### src/hw/nocFlitPkg.sv
package nocFlitPkg;

  //////////////////////////////////////////////////
  // Router ports

  localparam int NumPorts = 5;

  typedef logic [2:0] portIdT;

  localparam portIdT PortLocal = 3'd0;
  localparam portIdT PortNorth = 3'd1;
  localparam portIdT PortEast  = 3'd2;
  localparam portIdT PortWest  = 3'd3;
  localparam portIdT PortSouth = 3'd4;

  //////////////////////////////////////////////////
  // Flit format

  typedef enum logic [2:0] {
    headFlit = 3'd1,
    bodyFlit = 3'd2,
    tailFlit = 3'd3
  } flitKindT;

  // len counts the header too, valid on head flits only
  typedef struct packed {
    flitKindT    kind;
    logic [11:0] len;
    logic [16:0] payload;
  } flitT;

endpackage

### src/hw/nocBusPkg.sv
package nocBusPkg;

  //////////////////////////////////////////////////
  // Wishbone classic, write-only buses

  // Master side
  typedef struct packed {
    logic               cyc;
    logic               stb;
    nocFlitPkg::portIdT adr;  // Input port of the flit
    nocFlitPkg::flitT   dat;
  } wbReqT;

  // Slave side, single-cycle pulses
  typedef struct packed {
    logic ack;
    logic err;
  } wbRspT;

endpackage

### src/hw/flitEgress.sv
`timescale 1ns/1ps

module flitEgress
  import nocFlitPkg::*, nocBusPkg::*;
(
  input  logic                clk,
  input  logic                rst,
  input  logic [NumPorts-1:0] grant,
  input  logic [NumPorts-1:0] notEmpty,
  input  flitT                headFlits [NumPorts],
  output wbReqT               busReq,
  input  wbRspT               busRsp,
  output logic [NumPorts-1:0] pop,
  output logic                sent,
  output logic                sentLast
);

  portIdT selPort;
  logic   selReady;

  // One-hot grant to port index
  always_comb
  begin
    selPort = '0;
    for (int p = 0; p < NumPorts; p++)
    begin
      if (grant[p])
        selPort = portIdT'(p);
    end
  end

  assign selReady = |(grant & notEmpty);

  //////////////////////////////////////////////////
  // Bus master

  always_ff @(posedge clk)
  begin
    // Payload loads at cycle start and holds until the response
    if (!busReq.stb && selReady)
    begin
      busReq.adr <= selPort;
      busReq.dat <= headFlits[selPort];
    end

    if (rst)
    begin
      busReq.cyc <= 1'b0;
      busReq.stb <= 1'b0;
    end
    else if (busReq.stb)
    begin
      if (busRsp.ack || busRsp.err)  // err drops the cycle, flit is retried
      begin
        busReq.cyc <= 1'b0;
        busReq.stb <= 1'b0;
      end
    end
    else if (selReady)
    begin
      busReq.cyc <= 1'b1;
      busReq.stb <= 1'b1;
    end
  end

  //////////////////////////////////////////////////
  // Completion

  assign sent = busReq.stb && busRsp.ack;
  assign pop = sent ? (NumPorts'(1) << busReq.adr) : '0;
  assign sentLast = sent && (busReq.dat.kind == tailFlit ||
                             (busReq.dat.kind == headFlit && busReq.dat.len == 12'd1));

endmodule

### src/hw/flitIngress.sv
`timescale 1ns/1ps

module flitIngress
  import nocFlitPkg::*, nocBusPkg::*;
(
  input  logic                clk,
  input  logic                rst,
  input  wbReqT               busReq,
  output wbRspT               busRsp,
  input  logic [NumPorts-1:0] full,
  output logic [NumPorts-1:0] pushEn,
  output flitT                pushFlit
);

  logic reqLive;
  logic adrOk;
  logic portFull;

  // Ignore the request in the response cycle
  assign reqLive = busReq.cyc && busReq.stb && !busRsp.ack && !busRsp.err;
  assign adrOk = (busReq.adr < portIdT'(NumPorts));
  assign portFull = adrOk ? full[busReq.adr] : 1'b0;

  always_ff @(posedge clk)
  begin
    if (rst)
    begin
      busRsp <= '0;
      pushEn <= '0;
    end
    else
    begin
      busRsp <= '0;
      pushEn <= '0;
      if (reqLive && !adrOk)
        busRsp.err <= 1'b1;  // No such port
      else if (reqLive && !portFull)
      begin
        busRsp.ack <= 1'b1;
        pushEn <= NumPorts'(1) << busReq.adr;
      end
    end
  end

  always_ff @(posedge clk)
  begin
    if (reqLive)
      pushFlit <= busReq.dat;
  end

  // Responses are lone pulses, never both at once
  rspPulse: assert property (@(posedge clk) disable iff (rst)
    (busRsp.ack || busRsp.err) |-> !(busRsp.ack && busRsp.err) ##1 !(busRsp.ack || busRsp.err));

endmodule

### src/hw/packetArbiter.sv
`timescale 1ns/1ps

module packetArbiter
  import nocFlitPkg::*;
(
  input  logic                clk,
  input  logic                rst,
  input  logic [NumPorts-1:0] req,
  input  flitT                headFlits [NumPorts],
  input  logic                sent,
  input  logic                sentLast,
  output logic [NumPorts-1:0] grant
);

  portIdT      owner;      // Current or last owner
  logic [11:0] remaining;  // Flits left in the granted packet
  portIdT      pick;
  logic        found;
  logic        lastFlit;

  function automatic portIdT wrapPort(input portIdT base, input int step);
    int sum;
    sum = int'(base) + step;
    if (sum >= NumPorts)
      sum = sum - NumPorts;
    return portIdT'(sum);
  endfunction

  //////////////////////////////////////////////////
  // Rotating priority, starting after the owner

  always_comb
  begin
    found = 1'b0;
    pick = owner;
    for (int i = 1; i <= NumPorts; i++)
    begin
      if (!found && req[wrapPort(owner, i)])
      begin
        found = 1'b1;
        pick = wrapPort(owner, i);
      end
    end
  end

  assign lastFlit = (remaining <= 12'd1);

  //////////////////////////////////////////////////
  // Grant held for a whole packet

  always_ff @(posedge clk)
  begin
    if (rst)
    begin
      grant <= '0;
      owner <= PortSouth;  // Local goes first
      remaining <= '0;
    end
    else if (grant == '0)
    begin
      if (found)
      begin
        grant <= NumPorts'(1) << pick;
        owner <= pick;
        remaining <= headFlits[pick].len;
      end
    end
    else if (sent)
    begin
      remaining <= remaining - 1'b1;
      if (lastFlit)
        grant <= '0;
      // An empty queue keeps its grant until the tail arrives
    end
  end

  // Length count and flit kinds must agree on the packet end
  countMatchesTail: assert property (@(posedge clk) disable iff (rst)
    sent |-> (sentLast == lastFlit));

  grantOnHead: assert property (@(posedge clk) disable iff (rst)
    (grant == '0) ##1 (grant != '0) |-> (headFlits[owner].kind == headFlit));

endmodule

### src/hw/portQueue.sv
`timescale 1ns/1ps

module portQueue
  import nocFlitPkg::*;
#(
  parameter int QueueDepth = 4
)
(
  input  logic clk,
  input  logic rst,
  input  logic push,
  input  logic pop,
  input  flitT inFlit,
  output flitT headFlit,
  output logic notEmpty,
  output logic full
);

  localparam int PtrW = $clog2(QueueDepth);

  // Pointers wrap on their own, so depth must be a power of two
  if (QueueDepth < 2 || (QueueDepth & (QueueDepth - 1)) != 0)
  begin : genDepthCheck
    $error("portQueue: QueueDepth must be a power of two of 2 or more");
  end

  flitT            mem [QueueDepth];
  logic [PtrW-1:0] rdPtr;
  logic [PtrW-1:0] wrPtr;
  logic [PtrW:0]   count;

  //////////////////////////////////////////////////
  // Storage

  always_ff @(posedge clk)
  begin
    if (push)
      mem[wrPtr] <= inFlit;
  end

  assign headFlit = mem[rdPtr];

  //////////////////////////////////////////////////
  // Pointers and occupancy

  always_ff @(posedge clk)
  begin
    if (rst)
    begin
      rdPtr <= '0;
      wrPtr <= '0;
      count <= '0;
    end
    else
    begin
      if (push)
        wrPtr <= wrPtr + 1'b1;
      if (pop)
        rdPtr <= rdPtr + 1'b1;
      case ({push, pop})
        2'b10:   count <= count + 1'b1;
        2'b01:   count <= count - 1'b1;
        default: count <= count;  // Idle, or push and pop together
      endcase
    end
  end

  assign notEmpty = (count != '0);
  assign full = (count == (PtrW + 1)'(QueueDepth));

  noOverflow: assert property (@(posedge clk) disable iff (rst)
    (push && full) |-> pop);

  noUnderflow: assert property (@(posedge clk) disable iff (rst)
    pop |-> notEmpty);

endmodule

### src/hw/routerOutput.sv
`timescale 1ns/1ps

module routerOutput
  import nocFlitPkg::*, nocBusPkg::*;
#(
  parameter int QueueDepth = 4
)
(
  input  logic  clk,
  input  logic  rst,
  input  wbReqT inBusReq,
  output wbRspT inBusRsp,
  output wbReqT outBusReq,
  input  wbRspT outBusRsp
);

  flitT                pushFlit;
  logic [NumPorts-1:0] pushEn;
  logic [NumPorts-1:0] full;
  logic [NumPorts-1:0] notEmpty;
  flitT                headFlits [NumPorts];
  logic [NumPorts-1:0] grant;
  logic [NumPorts-1:0] pop;
  logic                sent;
  logic                sentLast;

  //////////////////////////////////////////////////
  // Input side

  flitIngress flitIngress_i (
    .clk      (clk),
    .rst      (rst),
    .busReq   (inBusReq),
    .busRsp   (inBusRsp),
    .full     (full),
    .pushEn   (pushEn),
    .pushFlit (pushFlit)
  );

  // One queue per input port, L N E W S
  for (genvar p = 0; p < NumPorts; p++)
  begin : genQueue
    portQueue #(
      .QueueDepth (QueueDepth)
    ) portQueue_i (
      .clk      (clk),
      .rst      (rst),
      .push     (pushEn[p]),
      .pop      (pop[p]),
      .inFlit   (pushFlit),
      .headFlit (headFlits[p]),
      .notEmpty (notEmpty[p]),
      .full     (full[p])
    );
  end

  //////////////////////////////////////////////////
  // Output side

  packetArbiter packetArbiter_i (
    .clk       (clk),
    .rst       (rst),
    .req       (notEmpty),
    .headFlits (headFlits),
    .sent      (sent),
    .sentLast  (sentLast),
    .grant     (grant)
  );

  flitEgress flitEgress_i (
    .clk       (clk),
    .rst       (rst),
    .grant     (grant),
    .notEmpty  (notEmpty),
    .headFlits (headFlits),
    .busReq    (outBusReq),
    .busRsp    (outBusRsp),
    .pop       (pop),
    .sent      (sent),
    .sentLast  (sentLast)
  );

endmodule

### config.mk
export PLATFORM = sky130hd
export DESIGN_NAME = routerOutput
export DESIGN_NICKNAME = d
export VERILOG_FILES = /design/src/hw/nocFlitPkg.sv /design/src/hw/nocBusPkg.sv /design/src/hw/flitEgress.sv /design/src/hw/flitIngress.sv /design/src/hw/packetArbiter.sv /design/src/hw/portQueue.sv /design/src/hw/routerOutput.sv
export SDC_FILE = /design/constraint.sdc
export NUM_CORES = 1
export LEC_CHECK = 0
export ABC_CLOCK_PERIOD_IN_PS = 4800
export BUFFER_PORTS_ARGS = -buffer_cell sky130_fd_sc_hd__clkbuf_2
export CORE_AREA = 2 2 268 270
export CTS_BUF_LIST = sky130_fd_sc_hd__clkbuf_8
export DETAILED_ROUTE_END_ITERATION = 12
export DIE_AREA = 0 0 270 272
export GPL_ROUTABILITY_DRIVEN = 0
export GPL_TIMING_DRIVEN = 0
export HOLD_SLACK_MARGIN = 0.1
export PLACE_DENSITY = 0.65
export SLEW_MARGIN = 20
export SYNTH_ARGS = -nofsm -noshare
export SYNTH_HDL_FRONTEND = slang
export SYNTH_SLANG_ARGS = --single-unit
export TNS_END_PERCENT = 5
### constraint.sdc
create_clock -name clk -period 4.8 [get_ports clk]
set_input_delay 0.72 -clock clk [delete_from_list [all_inputs] [get_ports clk]]
set_output_delay 0.72 -clock clk [all_outputs]
set_load 0.03 [all_outputs]
# Word level (Yosys, flattened, before mapping)
# Memories as Yosys holds them, arrays and structs flattened. A register that Yosys moved wholly into a read port is not among the register bits.
# Cells that the tools add are included.
# classes
addsub	31
n_lt_le_gt_ge	15
eq_ne	17
shift	3
n_mux	76
bitwise_logic	4
n_reduce_logical	42
# ops
operator	count
$bmux W32 S3	2
$mux W32	2
$mux W29	2
$mux W12	3
$mux W3	11
$mux W2	15
$pmux W3 S2	5
$mux W1	25
$mux W5	5
$lt A3 B4 Y1 const B	6
$add A2 B1 Y2 const B	10
$ge A4 B3 Y1 const B	5
$bmux W1 S3	6
$reduce_bool A2 Y1	8
$add A3 B1 Y3 const B	5
$eq A3 B3 Y1 const B	5
$reduce_bool A3 Y1	5
$shl A1 B3 Y5 const A	3
$sub A3 B1 Y3 const B	5
$sub A3 B3 Y3 const B	5
$le A12 B1 Y1 const B	1
$sub A12 B1 Y12 const B	1
$logic_and A1 B1 Y1	11
$eq A2 B1 Y1 const B	5
other kinds (19)	37
# word_totals
register_bits	131
ramBits	640
input_bits	41
out_inout_bits	39
mem_count	5
# mem_list
name	words	word_bits	rd	rd_clocked_by_memory_dff	wr	line	text
genQueue[0].portQueue_i.mem	4	32	1	1	1	portQueue.sv:27	flitT mem [QueueDepth];
genQueue[1].portQueue_i.mem	4	32	1	1	1	portQueue.sv:27	
genQueue[2].portQueue_i.mem	4	32	1	1	1	portQueue.sv:27	
genQueue[3].portQueue_i.mem	4	32	1	1	1	portQueue.sv:27	
genQueue[4].portQueue_i.mem	4	32	1	1	1	portQueue.sv:27	

# Longest topological paths before layout
# Gate-level depths: netlist (run 1).
# logic_depth
word_depth	24
mapped_depth	20

# Cells and area by module
# A second synthesis (run 1) with hierarchy kept.
# unflattened
hier_cells	1708
area_unflattened_um2	31993.2
# by_module_without_submodules
mod	instances	cells_per_inst	area_each_um2
portQueue at genQueue[0].portQueue_i ...	4	210	5084.9
portQueue at genQueue[2].portQueue_i	1	214	5093.6
packetArbiter	1	345	2741.4
flitEgress	1	253	2591.2
flitIngress	1	56	1227.4

# Worst setup path after synthesis (run 1)
# OpenSTA, ideal clock, no wires.
# synth_timing
path_kind	register -> register
startpoint	register packetArbiter_i.owner[0]
endpoint	register packetArbiter_i.remaining[10]
setup_ns	0.120
t_arrival_ns	3.888
t_required_ns	4.680
setup_slack_ns	0.792
path_stages_with_launch	20
period_less_slack_ns	4.008
path_cell_list	dfxtp_1 -> buf_6 -> inv_2 -> buf_4 -> ha_1 -> ha_1 -> buf_4 -> inv_2 -> o21ai_0 -> nor3_1 -> nor4_1 -> a21o_2 -> nand3_2 -> or4b_4 -> a31oi_2 -> buf_6 -> buf_4 -> mux2_2 -> a21oi_1 -> a21oi_1
# synth_between
elab_chain_cells	24
# synth_lines
element	line	text
start, declared	packetArbiter.sv:15	portIdT owner;
start signal, assigned	packetArbiter.sv:56	owner <= PortSouth;
start signal, assigned	packetArbiter.sv:64	owner <= pick;
$add A3 B1 Y4	packetArbiter.sv:23	sum = int'(base) + step;
$ge A4 B3 Y1 or $sub A3 B3 Y3 (tied branches)	packetArbiter.sv:24, packetArbiter.sv:25	
$mux W3	packetArbiter.sv:24	if (sum >= NumPorts)
$bmux W1 S3	packetArbiter.sv:38	if (!found && req[wrapPort(owner, i)])
$mux W1 (not written as such)	packetArbiter.sv:38	
$mux W1	packetArbiter.sv:38	
$logic_not A1 Y1	packetArbiter.sv:38	
$logic_and A1 B1 Y1	packetArbiter.sv:38	
[... 7 more ...]	n/a	
$logic_not A1 Y1	packetArbiter.sv:38	
$logic_and A1 B1 Y1	packetArbiter.sv:38	
$mux W3	packetArbiter.sv:38	
$not A3 Y4 (not written as such)	packetArbiter.sv:65	remaining <= headFlits[pick].len;
$bmux W32 S3	packetArbiter.sv:65	
$mux W29 (not written as such) (2 in a row)	packetArbiter.sv:65	
$mux W12	packetArbiter.sv:61	if (found)
$mux W12	packetArbiter.sv:59	else if (grant == '0)
end signal, assigned	packetArbiter.sv:65	
end signal, assigned	packetArbiter.sv:70	remaining <= remaining - 1'b1;
end, declared	packetArbiter.sv:16	logic [11:0] remaining;
# Parallel ways exist; a longest one is shown, timed or not. The select of a mux whose other input is x is not followed.
# A chain may end at the register's enable or synchronous reset.

# Final worst setup path (run 1)
# layout_timing
startpoint	register packetArbiter_i.owner[0]
endpoint	register packetArbiter_i.remaining[2]
# The elaborated chain is that of the path after synthesis.

==> impl_metrics.toml, run 1 <==
[run_status]
outcome = "finished clean"

[final_layout]
final_util = 0.5117
nets = 2087
drive_above_1_share = 0.2476
final_cells = 3051
syn2layout_area_growth_pct = 15.37
finalInstanceArea_mm2 = 0.03621

[clock_tree]
cts_buffers = 130
htree_levels = 4
clock_latency_ns = 0.80
ctsRootBufferMaster = "clkbuf_8"
cts_buffer_depth = 3
path_clk_slew_ns = 0.06
cts_num_sinks = 781
cts_tree = "yes"

[setup_path]
path_buf_inv = 5
cp.arrival_ns = 5.25
path_class = "flop to flop"
r2r_start = "packetArbiter_i.owner[0]"
cp_slowest_cell = "a2111oi_2"
crit_fanout = 12
crit_required_ns = 5.43
r2r_slack_ns = 0.18
start_kind = "flop"
crit_chain = "buf_6 -> inv_2 -> buf_4 -> ha_1 -> ha_1 -> and3_1 -> or2_1 -> a2111oi_2 -> a311o_2 -> and3b_1 -> o311ai_1 -> a22o_2 -> buf_2 -> clkbuf_4 -> o2111ai_1 -> o211ai_1 -> a21oi_1"
cp_common_cell = "ha_1"
r2r_end = "packetArbiter_i.remaining[2]"
worstSetupEndpointType = "flop"
critPathMaxStageDelay_ns = 0.48
cp_top_family = "compound AO/OA/AOI/OAI gates"
rr_worst_depth = 17

[route]
route.antenna.remaining_nets = 0
wire_per_inst_um = 25.37
drt_iter0_markers = 1767
totalWireLength_um = 77420
dr_total_vias = 17577
via_per_inst = 5.761
dr.pass1.iters = 7
drcViolationCount = 0

[sta]
rsz0062_at_grt = "yes"
hold_viol = 0
drv_slew = 0
holdWs_ns = 0.1501
worst_pin_slew_ns = 1.066
slew-limit-headroom = 0.2896
fin_crit_sh = 0.9631
skew_ns = 0.05759
max_freq_mhz = 216.3
finalSetupViolCount = 0
period_minus_slack_ns = 4.623

[global_routing]
antenna_found_initial = 2
grt_pass1_vias = 18178
grt_pass1_wl_um = 114500
gr-total-overflow = 0
gr-usage-all-layers = 0.2131
grt_max_degree = 33

[power_and_ir_drop]
power_frac_comb = 0.189
swShare = 0.2979
p_seq_frac = 0.470
ir_drop_mv = 0.3264
pwr-share-clk = 0.341
power_density_mw_per_mm2 = 449.6
netSwitchingPower_uw = 4850
p_int_uw = 11430
p_leak_uw = 0.01173

[synthesis]
yosysSeqAreaShare = 0.7237
syn_area_mm2 = 0.03138
syn_avg_cell_area_um2 = 18.04
yosysWarnings = 0
netlist_top_cells_area = "edfxtp_1 (68%), mux4_2 (11%), dfxtp_1 (4.7%), mux2i_1 (1.5%), ha_1 (1.5%)"
netlist.area_leader.share = 0.6765
yosysTopAreaCell = "edfxtp_1"
synth_fa_ha_area_frac = 0.01858
synth_edf_count = 707
synth_simple_gate_area_frac = 0.04549
synth_compound_area_frac = 0.05239
synthMuxAreaShare = 0.1334
async_flop_share = 0
synth_top_family_by_area = "multiplexers"
syn_nets = 1824
yosys_register_bits = 781
synth_xor_area_frac = 0.009250
ys.flop_type = "edfxtp_1"
synth.distinct_cells = 86
syn_inst = 1740

[hold_path]
hold_class = "input pin to flop"
holdCritStartpoint = "inBusReq[6]"
min_to = "flitIngress_i.pushFlit[6]"
min_delay_path_depth = 1

[place]
hpwl_um = 49400
portBuffers = 77
dpl_cell_area_mm2 = 0.03338
place_inst = 2789

[floorplanning]
initial_core_util = 0.4436
fp.dieW_um = 270
row_count = 98
dieArea_mm2 = 0.07344
io-pin-count = 80
die_h_um = 272
core_mm2 = 0.07075

[flow_run]
maxCapViolCount = 0
registers in the layout (all words and copies together) (netlist names), 10 cells and up, named ones only:
register / count
flitEgress_i.busReq: 37
flitIngress_i.pushFlit: 32
genQueue.portQueue_i.count: 15
genQueue.portQueue_i.mem: 640
genQueue.portQueue_i.rdPtr: 10
genQueue.portQueue_i.wrPtr: 10
packetArbiter_i.remaining: 12
area by class of cell:
cell class                 count  area, um^2
antenna                        1       2.502
inverter                      47       176.4
clock buffer                 132        1817
clock inverter                97       616.8
tap                          950        1189
multi-input combinational    828        8239
fill                        5780       34540
timing repair buffer         131        1079
buffer                        84       374.1
sequential                   781       22710
metal layers:
metal  share of wire  global-route usage  up-vias  wire, um
met4           0.033             0.08304        0      2591
met5               0                   0        -         0
li1                -                   -     7536         -
met2            0.49              0.3504      800     37810
met3           0.074             0.04302      179      5739
met1            0.40              0.2811     9062     31280
worst max-delay path by stage:
stage | from | to | slack (ns) | depth (start not counted)
final | packetArbiter_i.owner[0] | packetArbiter_i.remaining[2] | 0.18 | 17
after floorplan | packetArbiter_i.owner[0] | packetArbiter_i.remaining[10] | 0.79 | 19
after global placement | inBusReq[36] | flitIngress_i.pushFlit[9] | -2.37 | 3
after CTS | packetArbiter_i.owner[0] | packetArbiter_i.remaining[9] | 0.07 | 19
after detailed placement | packetArbiter_i.owner[1] | packetArbiter_i.remaining[9] | -0.06 | 15
after global routing | packetArbiter_i.owner[0] | packetArbiter_i.remaining[10] | -0.03 | 19
placed cells by master (no fill, tap or decap), types with 16 or more instances in the layout:
| master | count |
|---|---|
| clkbuf_8 | 132 |
| a22oi_1 | 27 |
| edfxtp_1 | 707 |
| clkbuf_2 | 82 |
| nand2_1 | 50 |
| mux2i_1 | 47 |
| o22ai_1 | 17 |
| clkbuf_1 | 50 |
| xor2_1 | 16 |
| inv_1 | 77 |
| dlygate4sd3_1 | 29 |
| mux4_2 | 160 |
| ha_1 | 37 |
| nor3_1 | 27 |
| o21ai_0 | 48 |
| a21oi_1 | 76 |
| nor2_1 | 104 |
| dfxtp_1 | 73 |
| clkinv_1 | 30 |
power by group through the flow:
stage	clock network [uW]	logic (uW)	registers, uW
after global placement	0	2770	7770
after floorplan	0	1890	7740
after CTS	5670	2900	7640
final	5550	3080	7640
after global routing	5950	3260	7650
after detailed placement	0	2800	7780
timing repair:
item	in CTS	in global routing
endpoints found under the setup margin	5	14
resized for setup	2	14
setup buffers	3	0
hold buffers	29	0
endpoints found under the hold margin	29	0
pin swaps	1	1
Yosys cell counts, types with 6 or more instances:
cell type,number
buf_2,7
xor2_1,16
ha_1,37
a221oi_1,8
a21oi_1,76
mux2i_1,47
xnor2_1,14
fa_1,6
a22oi_1,27
inv_1,44
mux2_2,10
dfxtp_1,74
nor3_1,30
nor2_1,104
buf_1,16
buf_4,6
o22ai_1,17
nor4_1,10
a311oi_1,6
clkbuf_1,53
or3_1,15
and2_1,23
edfxtp_1,707
nand3_1,10
o21ai_0,50
a31oi_1,6
nand2b_1,10
mux4_2,160
and3_1,9
nand2_1,50
per-stage QoR:
step	setup slack (ns)	TNS, ns	power (uW)
5_1_grt	-0.02966	-0.06498	16860
3_3_place_gp	-2.366	-75.46	10540
3_5_place_dp	-0.05567	-0.05567	10580
2_1_floorplan	0.7917	0	9631
6_report	0.1772	0	16280
4_1_cts	0.06714	0	16210
kinds of logic after synthesis:
family	Yosys count
xor+xnor	31
fa+ha+maj	43
flops	781
compound gates	249
buf+inv	131
simple gates	288
mux	217
worst reg2reg max path: stages (launching register included):
cell and delay (ns):
dfxtp_1 0.41, buf_6 0.18, inv_2 0.06, buf_4 0.18, ha_1 0.21, ha_1 0.27, and3_1 0.23, or2_1 0.24
a2111oi_2 0.48, a311o_2 0.28, and3b_1 0.21, o311ai_1 0.31, a22o_2 0.31, buf_2 0.32, clkbuf_4 0.31, o2111ai_1 0.19
o211ai_1 0.20, a21oi_1 0.08
Note: power is estimated with default switching activity, not from simulation.
==> run 2: changes to the inputs <==
Settings changed: ABC_AREA from default to 1, CELL_PAD_IN_SITES_DETAIL_PLACEMENT from default to 1, CELL_PAD_IN_SITES_GLOBAL_PLACEMENT from default to 2, CORE_AREA 2 2 268 270 to 2 2 270 272, DIE_AREA 0 0 270 272 to 0 0 272 274, PLACE_DENSITY 0.65 to 0.86, SKIP_CTS_REPAIR_TIMING from default to 1.
==> impl_metrics.toml, run 2 <==
[run_status]
outcome = "finished clean"

[final_layout]
nFillCells = 7529
layout_common_cells = "edfxtp_1 (707), nand2_1 (382), o21ai_0 (299)"
syn2layout_area_growth_pct = 15.23
largest_reg_flops = 640
finalInstanceArea_mm2 = 0.03691
layout_commonest_cell = "edfxtp_1"
nets = 2992
drive_above_1_share = 0.1230
regMostFlops = "genQueue.portQueue_i.mem"
reg_top3 = "genQueue.portQueue_i.mem: 640 flops, flitEgress_i.busReq: 37 flops, flitIngress_i.pushFlit: 32 flops"

[sta]
hold_viol = 0
tns_ns = 0
period_minus_slack_ns = 4.182
drv_slew = 0
rsz0062_at_grt = "no"
slew-limit-headroom = 0.2112
fin_crit_sh = 0.8713
holdWs_ns = 0.1391
worst_pin_slew_ns = 1.168
skew_ns = 0.04453
finalSetupViolCount = 0
max_freq_mhz = 239.1

[floorplanning]
core_mm2 = 0.07197
fp.dieW_um = 272
dieArea_mm2 = 0.07453
die_h_um = 274
io-pin-count = 80
row_count = 99
initial_core_util = 0.4450

[route]
drcViolationCount = 0
via_per_inst = 5.809
drt_iter0_markers = 2075
wire_per_inst_um = 25.45
dr.pass1.iters = 5
dr_total_vias = 23052
route.antenna.remaining_nets = 0
totalWireLength_um = 101000

[synthesis]
yosysWarnings = 0
ys.flop_type = "edfxtp_1"
async_flop_share = 0
synth_edf_count = 707
synth_common_cells = "edfxtp_1 (707), nand2_1 (382), o21ai_0 (299)"
netlist_top_cells_area = "edfxtp_1 (66%), o21ai_0 (4.7%), dfxtp_1 (4.6%), nand2_1 (4.5%), nor2_1 (3.5%)"
syn_area_mm2 = 0.03203
synth.most_common_cell = "edfxtp_1"
syn_nets = 2724
synth.distinct_cells = 56
yosys_register_bits = 781
syn_avg_cell_area_um2 = 12.13
netlist.area_leader.share = 0.6629
yosysTopAreaCell = "edfxtp_1"
syn_inst = 2640
yosysSeqAreaShare = 0.7091

[clock_tree]
cts_buffers = 132
cts_tree = "yes"
path_clk_slew_ns = 0.07
cts_buffer_depth = 3
htree_levels = 4
cts_num_sinks = 781
clock_latency_ns = 0.83
ctsRootBufferMaster = "clkbuf_8"

[setup_path]
cp.arrival_ns = 4.83
cp_slowest_cell = "dfxtp_1"
path_buf_inv = 4
cp_top_family = "simple AND/OR/NAND/NOR gates"
crit_chain = "inv_1 -> ha_1 -> ha_1 -> inv_1 -> o21ai_0 -> inv_1 -> nand3_1 -> nand2_2 -> nor3_4 -> nand4_2 -> clkbuf_1 -> nand3_1 -> nand2_1 -> nand2_1 -> nand2_1 -> nand2_1 -> nand2_1 -> nand2_1 -> a21oi_2"
critPathMaxStageDelay_ns = 0.55
crit_required_ns = 5.45
path_class = "flop to flop"
worstSetupEndpointType = "flop"
cp_common_cell = "nand2_1"
crit_fanout = 10
start_kind = "flop"

[power_and_ir_drop]
power.total_uw = 20030
ir_drop_mv = 0.4784
p_leak_uw = 0.01319
power_density_mw_per_mm2 = 542.6

[place]
dpl_cell_area_mm2 = 0.03414
hpwl_um = 70100
portBuffers = 78

[global_routing]
grt_pass1_vias = 24227
grt_max_degree = 33
antenna_found_initial = 5
gr-total-overflow = 0
grt_pass1_wl_um = 148400
gr-usage-all-layers = 0.2674

[hold_path]
hold_class = "input pin to flop"

[flow_run]
maxCapViolCount = 0
-- run 2: cell types whose count changed after synthesis, sizes merged, moves of 90 or more --
cell,before,now
o21ai,51,310
nor2,105,299
mux4,160,0
a21oi,79,170
nand2,50,396
nand3,11,101
-- run 2: metrics by stage --
stage / cells / util / worst slack [ns]
floorplan: 2640 / - / 1.670
global placement: 3677 / 0.4671 / 0.5756
detailed placement: 3701 / 0.4744 / 0.6773
CTS: 3935 / 0.5083 / 0.6418
global route: 3968 / 0.5128 / 0.2938
finish: 3968 / 0.5128 / 0.6177
-- run 2: layer usage --
metal / GRT usage / share of wire / vias to the layer above
li1: - / - / 10209
met4: 0.1476 / 0.050 / 2
met2: 0.4564 / 0.50 / 795
met3: 0.04081 / 0.049 / 222
met1: 0.3271 / 0.40 / 11824
met5: 0 / 0.00011 / -
-- run 2: logic make-up (layout without fill, tap and decap cells) --
group,after synthesis,in the layout,synth area share
XOR/XNOR,9,9,0.002696
AND/OR/NAND/NOR,838,838,0.1090
flip-flops,781,781,0.7091
buffers and inverters,278,646,0.03434
other,0,1,0
AO/OA/AOI/OAI,691,691,0.1267
adder cells (fa/ha/maj),43,43,0.01820
-- run 2: final timing paths --
path                                  from                       endpoint  slack (ns)  cells after the start
setup / recovery  packetArbiter_i.owner[1]  packetArbiter_i.remaining[10]        0.62                     19
hold / removal                outBusRsp[0]        flitEgress_i.busReq[36]        0.14                      2
setup reg to reg  packetArbiter_i.owner[1]  packetArbiter_i.remaining[10]        0.62                     19
hold reg to reg   packetArbiter_i.grant[4]        flitEgress_i.busReq[34]        0.44                      0
-- run 2: area by class of cell --
class | instances | area, um^2 | area share
clock inverters | 96 | 545.5 | 0.01478
well taps | 959 | 1200 | 0.03251
clock buffers | 138 | 1899 | 0.05146
repair buffers | 134 | 1220 | 0.03305
plain buffers | 141 | 583.1 | 0.01580
inverters | 137 | 516.7 | 0.01400
flip-flops and latches | 781 | 22710 | 0.6154
multi-input cells | 1581 | 8228 | 0.2229
diodes | 1 | 2.502 | 0.00006780
-- run 2: report_power, final --
group | internal, uW | switching (uW) | leakage [uW] | total, uW
clock network | 2850 | 2780 | 0.00144 | 5630
registers | 7520 | 149 | 0.00697 | 7670
logic | 1980 | 4740 | 0.00478 | 6720
total | 12400 | 7670 | 0.0132 | 20000
==> run 3: changes to the inputs <==
--- a/config.mk
+++ b/config.mk
@@ -11,12 +11,12 @@
 export CELL_PAD_IN_SITES_DETAIL_PLACEMENT = 1
 export CELL_PAD_IN_SITES_GLOBAL_PLACEMENT = 2
-export CORE_AREA = 2 2 270 272
+export CORE_AREA = 2 2 283 285
 export CTS_BUF_LIST = sky130_fd_sc_hd__clkbuf_8
 export DETAILED_ROUTE_END_ITERATION = 12
-export DIE_AREA = 0 0 272 274
+export DIE_AREA = 0 0 285 287
 export GPL_ROUTABILITY_DRIVEN = 0
 export GPL_TIMING_DRIVEN = 0
 export HOLD_SLACK_MARGIN = 0.1
-export PLACE_DENSITY = 0.86
+export PLACE_DENSITY = 0.8
 export SKIP_CTS_REPAIR_TIMING = 1
 export SLEW_MARGIN = 20
==> constraint.sdc (replaced) <==
create_clock -name clk -period 4.8 [get_ports clk]
set_input_delay 1.44 -clock clk [delete_from_list [all_inputs] [get_ports clk]]
set_output_delay 1.44 -clock clk [all_outputs]
set_load 0.03 [all_outputs]
==> impl_metrics.toml, run 3 (same netlist as run 2, synthesis figures left out) <==
[run_status]
outcome = "finished clean"

[floorplanning]
initial_core_util = 0.4074
dieArea_mm2 = 0.08180
core_mm2 = 0.07861
row_count = 103
io-pin-count = 80
fp.dieW_um = 285
die_h_um = 287

[setup_path]
cp_common_cell = "nand2_1"
crit_chain = "inv_1 -> ha_1 -> ha_1 -> nand2_1 -> nand2_2 -> nand2_2 -> nand2_2 -> nand2_1 -> nand3_1 -> nand3_1 -> nand2_2 -> nor3_4 -> nand4_2 -> nand2_2 -> buf_6 -> buf_6 -> nand2_1 -> nand2_1 -> nand2_1 -> nand2_1 -> nand2_1 -> nand2_1 -> nand2_1 -> a21oi_2"
cp.arrival_ns = 4.87
rr_worst_depth = 24
start_kind = "flop"
crit_cells = 24
cp_slowest_cell = "dfxtp_1"
path_buf_inv = 3
path_class = "flop to flop"
cp_top_family = "simple AND/OR/NAND/NOR gates"
crit_fanout = 10
r2r_end = "packetArbiter_i.remaining[5]"
worstSetupEndpointType = "flop"
critPathMaxStageDelay_ns = 0.53
r2r_start = "packetArbiter_i.owner[1]"
crit_required_ns = 5.50
r2r_slack_ns = 0.63

[sta]
finalSetupViolCount = 0
hold_viol = 0
fin_crit_sh = 0.8679
worst_pin_slew_ns = 1.210
tns_ns = 0
slew-limit-headroom = 0.1833
drv_slew = 0
holdWs_ns = 0.4825
rsz0062_at_grt = "no"
skew_ns = 0.03380
max_freq_mhz = 240.0
period_minus_slack_ns = 4.166

[final_layout]
nets = 2959
drive_above_1_share = 0.1225
multi_input_area_mm2 = 0.008228
finalInstanceArea_mm2 = 0.03658
nFillCells = 8378
syn2layout_area_growth_pct = 14.22
layout_common_cells = "edfxtp_1 (707), nand2_1 (382), o21ai_0 (299)"
largest_reg_flops = 640
reg_top3 = "genQueue.portQueue_i.mem: 640 flops, flitEgress_i.busReq: 37 flops, flitIngress_i.pushFlit: 32 flops"
regMostFlops = "genQueue.portQueue_i.mem"
layout_commonest_cell = "edfxtp_1"
seq_area_mm2 = 0.02271

[hold_path]
holdCritStartpoint = "genQueue[0].portQueue_i.rdPtr[0]"
hold_class = "flop to flop"
min_delay_path_depth = 1
min_to = "genQueue[0].portQueue_i.rdPtr[0]"

[global_routing]
gr-total-overflow = 0
gr-usage-all-layers = 0.2423
use_met2 = 0.4131
grt_pass1_vias = 23494
grt_max_degree = 31
met1_usage = 0.3061
antenna_found_initial = 4
grt_pass1_wl_um = 147700
met3_usage = 0.03937
busiest_layer = "met2"

[place]
dpl_cell_area_mm2 = 0.03422
hpwl_um = 69700
portBuffers = 78

[route]
wire_per_inst_um = 24.66
drt_iter0_markers = 1681
totalWireLength_um = 99070
route.antenna.remaining_nets = 0
dr_total_vias = 22437
dr.pass1.iters = 5
drcViolationCount = 0
via_per_inst = 5.586

[clock_tree]
cts_num_sinks = 781
cts_buffer_depth = 3
path_clk_slew_ns = 0.06
cts_buffers = 131
cts_tree = "yes"
htree_levels = 4
clock_latency_ns = 0.80
ctsRootBufferMaster = "clkbuf_8"

[flow_run]
maxCapViolCount = 0

[power_and_ir_drop]
power_density_mw_per_mm2 = 542.7
p_leak_uw = 0.01297
ir_drop_mv = 0.4091
power.total_uw = 19850
## run 3: cell count changes in the layout (fill, tap and decap cells not counted), moves of 2 or more
cell | before | now
inv_1 | 136 | 128
clkinv_2 | 15 | 11
buf_16 | 7 | 2
dlygate4sd3_1 | 32 | 0
buf_12 | 15 | 20
clkinvlp_4 | 2 | 0
diode_2 | 1 | 4
clkinv_1 | 25 | 27
## run 3: worst max path at each step
stage | start | end
global route | packetArbiter_i.owner[1] | packetArbiter_i.remaining[5]
global placement | packetArbiter_i.grant[1] | flitEgress_i.busReq[6]
detailed placement | packetArbiter_i.owner[1] | packetArbiter_i.remaining[5]
floorplan | outBusRsp[1] | genQueue[1].portQueue_i.count[2]
CTS | packetArbiter_i.owner[1] | packetArbiter_i.remaining[5]
finish | packetArbiter_i.owner[1] | packetArbiter_i.remaining[5]
## run 3: per-layer routing
layer | part of all wire | wire (um) | vias to the layer above
met3 | 0.049 | 4809 | 182
met5 | 0.00019 | 19 | -
met2 | 0.50 | 49410 | 670
li1 | - | - | 10133
met1 | 0.41 | 41030 | 11450
met4 | 0.038 | 3805 | 2
## run 3: through the flow
stage / util / setup slack (ns) / instances
detailed placement: 0.4352 / 0.7439 / 3792
global route: 0.4653 / 0.3597 / 4016
floorplan: - / 1.668 / 2640
CTS: 0.4652 / 0.7095 / 4013
global placement: 0.4291 / 0.1095 / 3768
finish: 0.4654 / 0.6342 / 4017
## run 3: worst register-to-register path, cell delays in order, from the launching register on
cell,delay [ns]
dfxtp_1,0.53
inv_1,0.30
ha_1,0.27
ha_1,0.33
nand2_1,0.14
nand2_2,0.12
nand2_2,0.12
nand2_2,0.09
nand2_1,0.08
nand3_1,0.08
nand3_1,0.14
nand2_2,0.10
nor3_4,0.17
nand4_2,0.35
nand2_2,0.22
buf_6,0.17
buf_6,0.16
nand2_1,0.08
nand2_1,0.08
nand2_1,0.08
nand2_1,0.07
nand2_1,0.05
nand2_1,0.14
nand2_1,0.10
a21oi_2,0.12
## run 3: where the power goes
part | total, uW | internal (uW) | switching, uW
clock network | 5450 | 2760 | 2690
registers | 7670 | 7520 | 149
logic | 6730 | 1960 | 4770
total | 19900 | 12200 | 7600
## run 3: final cells by class
type | instances | share of cell area
diodes | 4 | 0.0002736
plain buffers | 141 | 0.01594
clock buffers | 137 | 0.05154
clock inverters | 84 | 0.01289
inverters | 137 | 0.01413
multi-input cells | 1581 | 0.2249
flip-flops and latches | 781 | 0.6208
well taps | 1050 | 0.03591
repair buffers | 102 | 0.02357
